--- config.mk ---
export PLATFORM = sky130hd
export DESIGN_NAME = cmd_decoder
export DESIGN_NICKNAME = d
export VERILOG_FILES = /design/src/common/matrix_pkg.sv /design/src/cmd_decoder/cmd_decoder.sv
export SDC_FILE = /design/constraint.sdc
export NUM_CORES = 1
export LEC_CHECK = 0
export ABC_AREA = 0
export BUFFER_PORTS_ARGS = -buffer_cell sky130_fd_sc_hd__buf_2
export CAP_MARGIN = 20
export CORE_ASPECT_RATIO = 0.75
export CORE_MARGIN = 2
export CORE_UTILIZATION = 40
export CTS_BUF_LIST = sky130_fd_sc_hd__clkbuf_4 sky130_fd_sc_hd__clkbuf_8
export DETAILED_ROUTE_END_ITERATION = 8
export SYNTH_ARGS = -nofsm -noshare
export SYNTH_HDL_FRONTEND = slang
export SYNTH_SLANG_ARGS = --single-unit
--- constraint.sdc ---
create_clock -name clk_root -period 3.5 [get_ports clk_root]
set_clock_uncertainty 0.15 [all_clocks]
set_input_delay 0.175 -clock clk_root [delete_from_list [all_inputs] [get_ports clk_root]]
set_output_delay 0.175 -clock clk_root [all_outputs]
set_load 0.01 [all_outputs]
--- src/common/matrix_pkg.sv ---
/* matrix_pkg
   shared geometry, timing, command codes and types for the LED matrix controller */

package matrix_pkg;

    // panel geometry
    localparam int NUM_COLS  = 64;
    localparam int NUM_ROWS  = 32;
    localparam int SCAN_ROWS = 16; // rows per half, also scan steps

    // four brightness planes, one per color bit
    localparam int COLOR_BITS = 4;

    // plane p shows for BASE_DISPLAY_TICKS << p cycles
    localparam int BASE_DISPLAY_TICKS = 64;

    localparam int CLKS_PER_BIT = 8; // serial bit time in clk_root cycles

    // command opcodes
    localparam logic [7:0] CMD_PIXEL      = 8'h50;
    localparam logic [7:0] CMD_BRIGHTNESS = 8'h42;
    localparam logic [7:0] CMD_RGB        = 8'h45;

    typedef logic [$clog2(NUM_COLS)-1:0]  col_t;
    typedef logic [$clog2(SCAN_ROWS)-1:0] scan_row_t;

    // {half, scan row, column}
    typedef logic [$clog2(NUM_COLS * NUM_ROWS)-1:0] pix_addr_t;

    // {red, green, blue}, 4 bits each
    typedef logic [3*COLOR_BITS-1:0] color_t;

    typedef logic [$clog2(COLOR_BITS)-1:0] plane_t;
    typedef logic [COLOR_BITS-1:0]         plane_mask_t;

    // bit 0 red, bit 1 green, bit 2 blue
    typedef logic [2:0] rgb_t;

    typedef logic [7:0] byte_t;

    typedef enum logic [2:0] {
        FETCH_TOP,
        FETCH_BOTTOM,
        SHIFT_LOW,
        SHIFT_HIGH,
        LATCH,
        DISPLAY
    } scan_state_t;

endpackage

--- src/cmd_decoder/cmd_decoder.sv ---
/* cmd_decoder
   decode stage, turns received bytes into frame writes and enable levels */

`timescale 1ns/100ps

module cmd_decoder (
    input  logic                    clk_root,
    input  logic                    arst_n,
    input  matrix_pkg::byte_t       rx_byte,
    input  logic                    rx_valid,
    output logic                    wr_en,
    output matrix_pkg::pix_addr_t   wr_addr,
    output matrix_pkg::color_t      wr_data,
    output matrix_pkg::plane_mask_t plane_enable,
    output matrix_pkg::rgb_t        rgb_enable
);

    // byte position within a command
    typedef enum logic [2:0] {
        DEC_IDLE,
        DEC_COL,
        DEC_ROW,
        DEC_RED,
        DEC_GB,
        DEC_BRIGHT,
        DEC_RGB
    } dec_state_t;

    dec_state_t state;

    matrix_pkg::col_t      col_q;
    matrix_pkg::scan_row_t row_q;
    logic                  half_q;  // 1 = bottom half
    logic [3:0]            red_q;

    always_ff @(posedge clk_root or negedge arst_n) begin
        if (!arst_n) begin
            state        <= DEC_IDLE;
            wr_en        <= 1'b0;
            plane_enable <= '1;
            rgb_enable   <= '1;
        end else begin
            wr_en <= 1'b0;
            if (rx_valid) begin
                case (state)
                    DEC_IDLE: begin
                        case (rx_byte)
                            matrix_pkg::CMD_PIXEL:      state <= DEC_COL;
                            matrix_pkg::CMD_BRIGHTNESS: state <= DEC_BRIGHT;
                            matrix_pkg::CMD_RGB:        state <= DEC_RGB;
                            default:                    state <= DEC_IDLE; // unknown opcode
                        endcase
                    end
                    DEC_COL:    state <= DEC_ROW;
                    DEC_ROW:    state <= DEC_RED;
                    DEC_RED:    state <= DEC_GB;
                    DEC_GB: begin
                        wr_en <= 1'b1;
                        state <= DEC_IDLE;
                    end
                    DEC_BRIGHT: begin
                        plane_enable <= rx_byte[3:0];
                        state        <= DEC_IDLE;
                    end
                    DEC_RGB: begin
                        rgb_enable <= rx_byte[2:0];
                        state      <= DEC_IDLE;
                    end
                    default: state <= DEC_IDLE;
                endcase
            end
        end
    end

    // payload capture, qualified by the byte position
    always_ff @(posedge clk_root) begin
        if (rx_valid) begin
            case (state)
                DEC_COL: col_q <= rx_byte[5:0]; // truncated to the panel width
                DEC_ROW: begin
                    half_q <= (rx_byte >= matrix_pkg::SCAN_ROWS);
                    row_q  <= rx_byte[3:0];
                end
                DEC_RED: red_q <= rx_byte[3:0];
                DEC_GB: begin
                    wr_addr <= {half_q, row_q, col_q};
                    wr_data <= {red_q, rx_byte};  // green high nibble, blue low
                end
                default: ;
            endcase
        end
    end

endmodule

==> run_results.csv, run 1 <==
group,metric,value,unit
global_routing,grt_overflow,0,
floorplan,rows,20,
timing,worst_slack,1.67,ns
yosys,postSynthNetCount,98,
cells_and_area,layout.cells.non_filler,194,
hold_path,worstHoldStart,"rx_byte[0]",
floorplan,die_footprint,4940,um^2
yosys,synth.yosys.warnings,0,
timing,final-max-slew-violation-count,0,
routing,routed_wirelength,2860,um
cells_and_area,layout-drive-gt1-share,48.9,%
setup_path,worstSetupEndpointType,"register",
yosys,post_synth.cell_area_avg,20.2,um^2
cts,worstSkewPairLatency,0.30,ns
place,detailed_place.area,2010,um^2
cts,clk_root_buffer_cell,"clkbuf_8",
hold_path,hold_class,"input pin to register",
cts,tritoncts,"built",
setup_path,worst_ep_required_time,3.28,ns
cells_and_area,fin_util,52.4,%
floorplan,io_pins,42,
yosys,netlist_area,1760,um^2
setup_path,rr_worst_depth,2,
global_routing,first_global_vias,883,
hold_path,hold_endpoint,"col_q[0]",
routing,detailedRoute.firstPassIterationCount,4,
timing,setup_total_negative_slack,0,ns
cells_and_area,antenna-diode-count,0,
cts,maximum_number_of_buffers_from_clock_root_to_sink,2,
setup_path,arrival,1.61,ns
floorplan,chipWidth,80.5,um
timing,worst_case_hold_slack,0.0600,ns
cts,path_clk_slew,0.08,ns
routing,routed_via_density,4.70,
global_routing,grt_max_degree,25,
yosys,synth-async-reset-ratio,22.4,%
yosys,netlist.top_cell.by_area,"edfxtp_1",
setup_path,critical_path.reg2reg.startpoint,"state[0]",
place,finalWeightedCongestion,0.808,
setup_path,critical-path-max-stage-delay,0.62,ns
cells_and_area,final_common_cell,"buf_2",
setup_path,critPathMaxFanout,9,
setup_path,worstPathBufferInverterCount,0,
setup_path,rrSetupSlack,1.67,ns
setup_path,timing.critical_path.slowest_stage_cell,"nor3_1",
floorplan,start_util,42.5,%
place,placed_cells,180,
setup_path,worst_path_dominant_cell_family,"simple AND/OR/NAND/NOR gates",
yosys,ys_top_cells_by_area,"edfxtp_1 (65%), dfstp_2 (10%), dfrtp_1 (5.7%), mux2_2 (4.5%), nand4b_4 (2.7%)",
power,power_per_cell_area,521,nW/um^2
timing,rsz0062_at_grt,"no",
routing,route.detailed.wl_per_inst,14.7,um
run,max_cap_viol_count,0,
yosys,synth_cell_type_count,24,
cells_and_area,stdcell_area,2160,um^2
cts,hold_buffers,6,
timing,period_share,52.3,%
cts,cts_repair_resize_count,0,
timing,maxClockFrequency,547,MHz
routing,drtIter0Drc,33,
cells_and_area,final_nets,149,
floorplan,die_h,61.4,um
place,place_hpwl,1910,um
power,ir_drop,223,uV
place,buffer_ports.inserted,41,
setup_path,crit-reg2reg-capture,"col_q[5]",
timing,max_slew_margin,47.9,%
timing,final_period_minus_worst_setup_slack,1.83,ns
place,place_ws,1.67,ns
yosys,synth-edff-count,38,
timing,final-setup-viol-count,0,
setup_path,worstPathCellList,"nand2_1 > nor3_1",
global_routing,first_pass_grt_wire_length,4440,um
routing,drt_drc_violations_left,0,
cells_and_area,areaGrowthSynthToFinish,23.1,%
timing,finalHoldViolCount,0,
cts,cts.repair_timing.setup_buffer_count,0,
floorplan,design.core.area,4130,um^2
routing,dr_total_vias,912,
cts,tritoncts_num_sinks,49,
cts,tritoncts.num_buffers,5,
global_routing,grt_antenna_before_repair,0,
yosys,synth.ff_latch_count,49,
power,power.leakage,0.886,nW
yosys,yosysSeqAreaShare,81.1,%
yosys,netlist_instances,87,
yosys,synth_top_cell_area_share,65.0,%
timing,tightestPinTransition,0.776,ns
outcome,status,"completed",
routing,ant_nets,0,
hold_path,min_path_cells,1,
yosys,postSynth.topFlopCell,"edfxtp_1",
global_routing,grt_total_usage,13.1,%
power,totalPowerFinal,1.13,mW
setup_path,criticalPathCategory,"register to register",
cells_and_area,mostFrequentLayoutCells,"buf_2 (41), edfxtp_1 (38), mux2_2 (7), dfstp_2 (7), dlygate4sd3_1 (6)",
cts,cts_max_level,2,
setup_path,critPathLaunchType,"register",
-- sequential cells by signal (all words and copies together), names as in the netlist --
| name | count |
|---|---|
| wr_en | 1 |
| rgb_enable | 3 |
| red_q | 4 |
| state | 3 |
| wr_addr | 11 |
| wr_data | 12 |
| half_q | 1 |
| plane_enable | 4 |
| row_q | 4 |
| col_q | 6 |
-- synthesized netlist by cell type, types with 2 or more instances --
cell      count
edfxtp_1     38
dfstp_2       7
mux2_2        7
a21oi_1       4
dfrtp_1       4
buf_6         3
nor3_1        3
nand2_1       2
nand4b_4      2
nor3b_1       2
nor4b_1       2
-- per-layer routing --
layer	global-route usage (%)	part of all wire [%]	vias to the layer above
met4	5.81	0.67	0
met5	0	0	-
met2	19.0	47	35
met3	6.16	7.1	4
li1	-	-	431
met1	17.1	45	442
-- worst register-to-register path, cell delays in order (launching register included) --
cell and delay (ns):
dfrtp_1 0.57, nand2_1 0.13, nor3_1 0.62
-- worst max-delay path by stage --
stage	startpoint	to	cells after the start
6_report	state[0]	col_q[5]	2
3_5_place_dp	state[0]	col_q[2]	2
4_1_cts	state[0]	col_q[5]	2
2_1_floorplan	state[1]	wr_addr[0]	2
3_3_place_gp	state[0]	col_q[0]	2
5_1_grt	state[0]	col_q[5]	2
-- logic make-up (layout without fill, tap and decap cells) --
family                 Yosys count  after routing  share of synthesized area, %
AO/OA/AOI/OAI                    5              5                          1.64
AND/OR/NAND/NOR                 18             18                          8.62
buffers and inverters            5             57                          2.56
flip-flops                      49             49                          81.1
multiplexers                     8              8                          5.06
XOR/XNOR                         2              2                         0.997
-- final cells by class --
type                    instances  area [um^2]
fillers                       360         1970
flip-flops and latches         49         1430
multi-input cells              33          302
repair buffers                 48          273
clock buffers                   6         76.3
well taps                      55         68.8
clock inverters                 2         13.8
inverters                       1         3.75
-- power by group --
| part | switching (mW) | internal (mW) | total, mW |
|---|---|---|---|
| clock | 0.173 | 0.150 | 0.323 |
| sequential | 0.0355 | 0.676 | 0.712 |
| combinational | 0.0500 | 0.0422 | 0.0922 |
No activity file was read; power rests on OpenSTA's default activity.
==> run 2: changes to the inputs <==
--- a/config.mk
+++ b/config.mk
@@ -5,7 +5,7 @@
 export SDC_FILE = /design/constraint.sdc
 export NUM_CORES = 1
 export LEC_CHECK = 0
-export ABC_AREA = 0
+export ABC_AREA = 1
 export BUFFER_PORTS_ARGS = -buffer_cell sky130_fd_sc_hd__buf_2
 export CAP_MARGIN = 20
 export CORE_ASPECT_RATIO = 0.75
@@ -13,6 +13,7 @@
 export CORE_UTILIZATION = 40
 export CTS_BUF_LIST = sky130_fd_sc_hd__clkbuf_4 sky130_fd_sc_hd__clkbuf_8
 export DETAILED_ROUTE_END_ITERATION = 8
+export PLACE_DENSITY = 0.65
 export SYNTH_ARGS = -nofsm -noshare
 export SYNTH_HDL_FRONTEND = slang
 export SYNTH_SLANG_ARGS = --single-unit
==> constraint.sdc (replaced) <==
create_clock -name clk_root -period 1.49 [get_ports clk_root]
set_clock_uncertainty 0.15 [all_clocks]
set_input_delay 0.0745 -clock clk_root [delete_from_list [all_inputs] [get_ports clk_root]]
set_output_delay 0.0745 -clock clk_root [all_outputs]
set_load 0.01 [all_outputs]
==> run_results.csv, run 2 <==
group,metric,value,unit
power,power_frac_comb,18.4,%
place,finalWeightedCongestion,0.839,
power,power_per_cell_area,1520,nW/um^2
routing,routed_wirelength,2910,um
floorplan,chipWidth,79.8,um
hold_path,hold_class,"input pin to async pin",
yosys,yosysSeqAreaShare,82.7,%
cts,clk_root_buffer_cell,"clkbuf_8",
cells_and_area,filler_cell_count,346,
cells_and_area,top_register,"wr_data",
floorplan,rows,20,
cells_and_area,reg.largest.list,"wr_data: 12 flops, wr_addr: 11 flops, col_q: 6 flops",
timing,rsz0062_at_grt,"no",
setup_path,criticalPathCategory,"register to register",
timing,worst_slack,0.0619,ns
floorplan,io_pins,42,
place,detailed_place.area,2040,um^2
power,net_switching_power,912,uW
run,max_cap_viol_count,0,
cells_and_area,layout-drive-gt1-share,39.4,%
timing,tightestPinTransition,0.298,ns
cells_and_area,antenna-diode-count,0,
cts,cts_max_level,2,
setup_path,critPathMaxFanout,24,
global_routing,grt_overflow,0,
power,ir_drop,717,uV
routing,ant_nets,0,
global_routing,grt_total_usage,13.4,%
place,placed_cells,217,
cts,worstSkewPairLatency,0.30,ns
timing,final_period_minus_worst_setup_slack,1.43,ns
cts,tritoncts,"built",
timing,final-setup-viol-count,0,
timing,period_share,95.8,%
floorplan,die_footprint,4860,um^2
cts,path_clk_slew,0.08,ns
timing,max_slew_margin,80.1,%
yosys,netlist_area,1720,um^2
place,buffer_ports.inserted,41,
power,power.share.clock,27.0,%
yosys,netlist_instances,118,
yosys,synth-edff-count,38,
yosys,post_synth.cell_area_avg,14.6,um^2
global_routing,first_pass_grt_wire_length,4560,um
global_routing,grt_max_degree,25,
cells_and_area,stdcell_area,2260,um^2
power,totalPowerFinal,3.44,mW
setup_path,worstSetupEndpointType,"register",
routing,route.detailed.wl_per_inst,12.4,um
floorplan,start_util,42.0,%
timing,worst_case_hold_slack,0.0166,ns
yosys,postSynth.topFlopCell,"edfxtp_1",
yosys,postSynthNetCount,129,
timing,finalHoldViolCount,0,
timing,maxClockFrequency,700,MHz
yosys,synth-async-reset-ratio,22.4,%
power,pwr-share-seq,54.6,%
cts,maximum_number_of_buffers_from_clock_root_to_sink,2,
floorplan,die_h,60.9,um
timing,final-max-slew-violation-count,0,
cts,tritoncts.num_buffers,5,
routing,drt_drc_violations_left,0,
floorplan,design.core.area,4100,um^2
setup_path,arrival,1.29,ns
place,place_hpwl,2080,um
yosys,ys_top_cells_by_area,"edfxtp_1 (66%), dfstp_2 (11%), dfrtp_1 (5.8%), nand2_1 (5.0%), o21ai_1 (2.0%)",
setup_path,critPathLaunchType,"register",
yosys,synth_top_cell_area_share,66.2,%
cells_and_area,largest_register_ff_count,12,
yosys,synth.ff_latch_count,49,
global_routing,first_global_vias,950,
yosys,yosysMostFrequentCell,"edfxtp_1",
routing,routed_via_density,4.55,
place,place_ws,0.0480,ns
global_routing,grt_antenna_before_repair,0,
cts,tritoncts_num_sinks,49,
power,power.leakage,0.918,nW
cells_and_area,areaGrowthSynthToFinish,31.0,%
cells_and_area,layout.cells.non_filler,235,
routing,dr_total_vias,1069,
routing,detailedRoute.firstPassIterationCount,4,
outcome,status,"completed",
yosys,synth_cell_type_count,15,
yosys,synthTopCellsByCount,"edfxtp_1 (38), nand2_1 (23), inv_1 (9), nor2_1 (9)",
power,sw_frac_of_total,26.5,%
yosys,synth.yosys.warnings,0,
routing,drtIter0Drc,50,
cells_and_area,final_nets,190,
cells_and_area,final_common_cell,"buf_2",
setup_path,worst_ep_required_time,1.35,ns
cells_and_area,mostFrequentLayoutCells,"buf_2 (41), edfxtp_1 (38), nand2_1 (23), dlygate4sd3_1 (10), inv_1 (9)",
yosys,netlist.top_cell.by_area,"edfxtp_1",
power,cellInternalPower,2.52,mW
[run 2: changes by cell type in the layout (fill, tap and decap cells not counted), moves of 2 or more]
cell           delta
nor2_2            +3
nand2_1          +21
nand2_2           +3
inv_2             +4
mux2_2            -7
nor2_1            +6
dlygate4sd3_1     +4
nand4b_4          -2
nor3b_1           -2
inv_1             +8
o21ai_1           +7
nand3_1           +4
[run 2: metrics by stage]
stage | utilization [%] | setup TNS (ns)
after global routing | 55.0 | 0
after global placement | 49.7 | 0
after CTS | 55.0 | 0
after floorplan | - | -0.822
final | 55.0 | 0
after detailed placement | 49.7 | 0
[run 2: layout make-up]
class / instances / area, um^2 / area share (%)
repair buffers: 54 / 340 / 15.1
clock inverters: 2 / 38.8 / 1.72
multi-input cells: 55 / 256 / 11.4
flip-flops and latches: 49 / 1430 / 63.1
clock buffers: 6 / 76.3 / 3.38
inverters: 14 / 52.6 / 2.33
well taps: 55 / 68.8 / 3.05
[run 2: metal layers]
layer  routed length, um  share of wire, %  vias up  global-route usage (%)
li1                    -                 -      520                       -
met5                   0                 0        -                       0
met1                1270                43      493                    15.5
met2                1370                47       45                    22.2
met4                  68               2.3        0                    6.30
met3                 202               6.9       11                    5.51
[run 2: kinds of logic after synthesis]
| group | Yosys count | synth area share (%) |
|---|---|---|
| AOI/OAI and AO/OA | 10 | 2.90 |
| buffers and inverters | 14 | 3.05 |
| DFF | 49 | 82.7 |
| and+or+nand+nor | 45 | 11.4 |
[run 2: timing repair]
action / CTS / global route
endpoints found under the setup margin: 0 / 5
setup buffers: 0 / 0
hold buffers: 10 / 0
gates resized for setup: 0 / 1
endpoints found under the hold margin: 42 / 0
[run 2: worst paths after layout]
| kind | depth (start not counted) | from | endpoint | slack [ns] |
|---|---|---|---|---|
| min in group clk_root | 0 | row_q[1] | wr_addr[7] | 0.27 |
| max | 4 | state[1] | wr_addr[9] | 0.06 |
| min | 2 | arst_n | wr_en | 0.02 |
| min reg2reg | 0 | row_q[1] | wr_addr[7] | 0.27 |
| max reg2reg | 4 | state[1] | wr_addr[9] | 0.06 |
| max in group asynchronous | 2 | arst_n | rgb_enable[1] | 0.91 |
[run 2: power groups by stage]
stage          clock, mW  combinational [mW]  sequential (mW)
6_report           0.930               0.632             1.88
5_1_grt             1.01               0.702             1.90
4_1_cts            0.957               0.630             1.87
3_5_place_dp           0               0.606             1.90
3_3_place_gp           0               0.586             1.89
2_1_floorplan          0               0.303             1.95
[run 2: worst max-delay path, stage by stage (launching register included)]
cell and delay (ns):
dfrtp_1 0.45, inv_2 0.13, nand2_2 0.11, nor2_4 0.11, buf_12 0.18
==> run 3: changes to the inputs <==
--- a/config.mk
+++ b/config.mk
@@ -7,13 +7,13 @@
 export LEC_CHECK = 0
 export ABC_AREA = 1
 export BUFFER_PORTS_ARGS = -buffer_cell sky130_fd_sc_hd__buf_2
-export CAP_MARGIN = 20
+export CAP_MARGIN = 25
 export CORE_ASPECT_RATIO = 0.75
 export CORE_MARGIN = 2
 export CORE_UTILIZATION = 40
 export CTS_BUF_LIST = sky130_fd_sc_hd__clkbuf_4 sky130_fd_sc_hd__clkbuf_8
 export DETAILED_ROUTE_END_ITERATION = 8
-export PLACE_DENSITY = 0.65
+export PLACE_DENSITY = 0.73
 export SYNTH_ARGS = -nofsm -noshare
 export SYNTH_HDL_FRONTEND = slang
 export SYNTH_SLANG_ARGS = --single-unit
==> run_results.csv, run 3 (synthesis results as in run 2) <==
group,metric,value,unit
cells_and_area,final_common_cell,"buf_2",
power,pwr-share-seq,54.4,%
cells_and_area,antenna-diode-count,0,
setup_path,critical_path_depth,4,
cts,cts_max_level,2,
cells_and_area,layout-drive-gt1-share,40.3,%
power,power_per_cell_area,1520,nW/um^2
cells_and_area,final_nets,191,
cts,tritoncts,"built",
cts,tritoncts.num_buffers,5,
power,cellInternalPower,2.53,mW
setup_path,worstSetupEndpointType,"register",
routing,ant_nets,0,
floorplan,start_util,42.0,%
cells_and_area,filler_cell_count,346,
floorplan,die_footprint,4860,um^2
setup_path,worst_ep_required_time,1.35,ns
power,power.share.clock,27.0,%
global_routing,grt_max_degree,24,
global_routing,first_pass_grt_wire_length,4750,um
outcome,status,"completed",
routing,drtIter0Drc,63,
setup_path,crit-reg2reg-capture,"wr_data[7]",
setup_path,worst_path_dominant_cell_family,"flip-flops",
place,place_hpwl,2090,um
routing,dr_total_vias,1073,
timing,maxClockFrequency,702,MHz
cells_and_area,areaGrowthSynthToFinish,31.7,%
setup_path,rrSetupSlack,0.07,ns
global_routing,grt_overflow,0,
hold_path,hold_class,"input pin to async pin",
routing,route.detailed.wl_per_inst,12.8,um
timing,finalHoldViolCount,0,
place,detailed_place.area,2050,um^2
run,max_cap_viol_count,0,
cells_and_area,top_register,"wr_data",
setup_path,critPathLaunchType,"register",
cts,cts.repair_timing.setup_buffer_count,0,
cells_and_area,mostFrequentLayoutCells,"buf_2 (41), edfxtp_1 (38), nand2_1 (23), dlygate4sd3_1 (10), inv_1 (9)",
timing,final_period_minus_worst_setup_slack,1.42,ns
cells_and_area,largest_register_ff_count,12,
global_routing,grt_antenna_before_repair,0,
setup_path,worstPathBufferInverterCount,2,
timing,max_slew_margin,79.6,%
cts,worstSkewPairLatency,0.29,ns
cts,clk_root_buffer_cell,"clkbuf_8",
cells_and_area,reg.largest.list,"wr_data: 12 flops, wr_addr: 11 flops, col_q: 6 flops",
routing,drt_drc_violations_left,0,
timing,period_share,95.6,%
setup_path,critical_path.reg2reg.startpoint,"state[0]",
setup_path,worstPathCellList,"inv_2 > nand2_2 > nor2_4 > buf_12",
floorplan,io_pins,42,
power,net_switching_power,916,uW
place,finalWeightedCongestion,0.828,
cells_and_area,layout.cells.non_filler,236,
cts,path_clk_slew,0.08,ns
routing,routed_via_density,4.55,
place,buffer_ports.inserted,41,
cells_and_area,fin_util,55.3,%
setup_path,critPathMaxFanout,23,
routing,routed_wirelength,3030,um
power,power_frac_comb,18.6,%
cts,tritoncts_num_sinks,49,
global_routing,first_global_vias,1041,
cts,maximum_number_of_buffers_from_clock_root_to_sink,2,
setup_path,rr_worst_depth,4,
timing,final-max-slew-violation-count,0,
timing,final-setup-viol-count,0,
floorplan,chipWidth,79.8,um
setup_path,arrival,1.28,ns
routing,detailedRoute.firstPassIterationCount,4,
floorplan,die_h,60.9,um
cells_and_area,stdcell_area,2270,um^2
setup_path,critical-path-max-stage-delay,0.46,ns
setup_path,timing.critical_path.slowest_stage_cell,"dfrtp_1",
setup_path,criticalPathCategory,"register to register",
place,placed_cells,218,
global_routing,grt_total_usage,13.6,%
floorplan,design.core.area,4100,um^2
power,sw_frac_of_total,26.6,%
power,ir_drop,838,uV
floorplan,rows,20,
power,power.leakage,0.924,nW
timing,tightestPinTransition,0.305,ns
==> run 3: layer usage <==
metal / track usage [%] / wire (um)
met1: 16.8 / 1340
met2: 22.4 / 1420
met3: 3.27 / 205
met4: 7.99 / 57
met5: 0 / 0
==> run 3: worst reg2reg max path, stage by stage, from the launching register on <==
cell and delay (ns):
dfrtp_1 0.46, inv_2 0.12, nand2_2 0.10, nor2_4 0.12, buf_12 0.18
==> run 3: power groups by stage <==
| stage | Sequential (mW) | Clock (mW) | Combinational, mW |
|---|---|---|---|
| 2_1_floorplan | 1.95 | 0 | 0.303 |
| 3_3_place_gp | 1.89 | 0 | 0.596 |
| 3_5_place_dp | 1.91 | 0 | 0.612 |
| 4_1_cts | 1.88 | 0.948 | 0.635 |
| 5_1_grt | 1.90 | 1.01 | 0.717 |
| 6_report | 1.88 | 0.931 | 0.641 |
==> run 3: stage by stage <==
step / total power, mW / TNS (ns) / hold WS [ns] / setup WS, ns
global placement: 2.49 / 0 / -0.209 / 0.0766
global route: 3.63 / -0.0101 / 0.0225 / -0.00241
finish: 3.45 / 0 / 0.0119 / 0.0654
floorplan: 2.25 / -0.822 / -0.371 / -0.0330
CTS: 3.46 / 0 / 0.0106 / 0.0180
detailed placement: 2.52 / 0 / -0.202 / 0.0266
==> run 3: worst max-delay path by stage <==
stage          startpoint         end  slack [ns]
2_1_floorplan    state[0]    col_q[0]       -0.03
6_report         state[0]  wr_data[7]        0.07
3_5_place_dp     state[0]    col_q[0]        0.03
4_1_cts          state[0]    col_q[3]        0.02
3_3_place_gp     state[0]    col_q[1]        0.08
5_1_grt          state[2]    row_q[2]      -0.002
==> run 3: final cells by class <==
type / instances / area [um^2] / share of cell area [%]
clock buffers: 6 / 76.3 / 3.36
clock inverters: 2 / 38.8 / 1.71
inverters: 14 / 52.6 / 2.31
multi-input cells: 55 / 262 / 11.5
flip-flops and latches: 49 / 1430 / 62.8
well taps: 55 / 68.8 / 3.03
repair buffers: 55 / 348 / 15.3
==> run 3: repair_timing <==
item	in CTS	in global routing
setup endpoints to repair	0	10
hold endpoints to repair	41	0
hold buffers	10	0
gates resized for setup	0	2
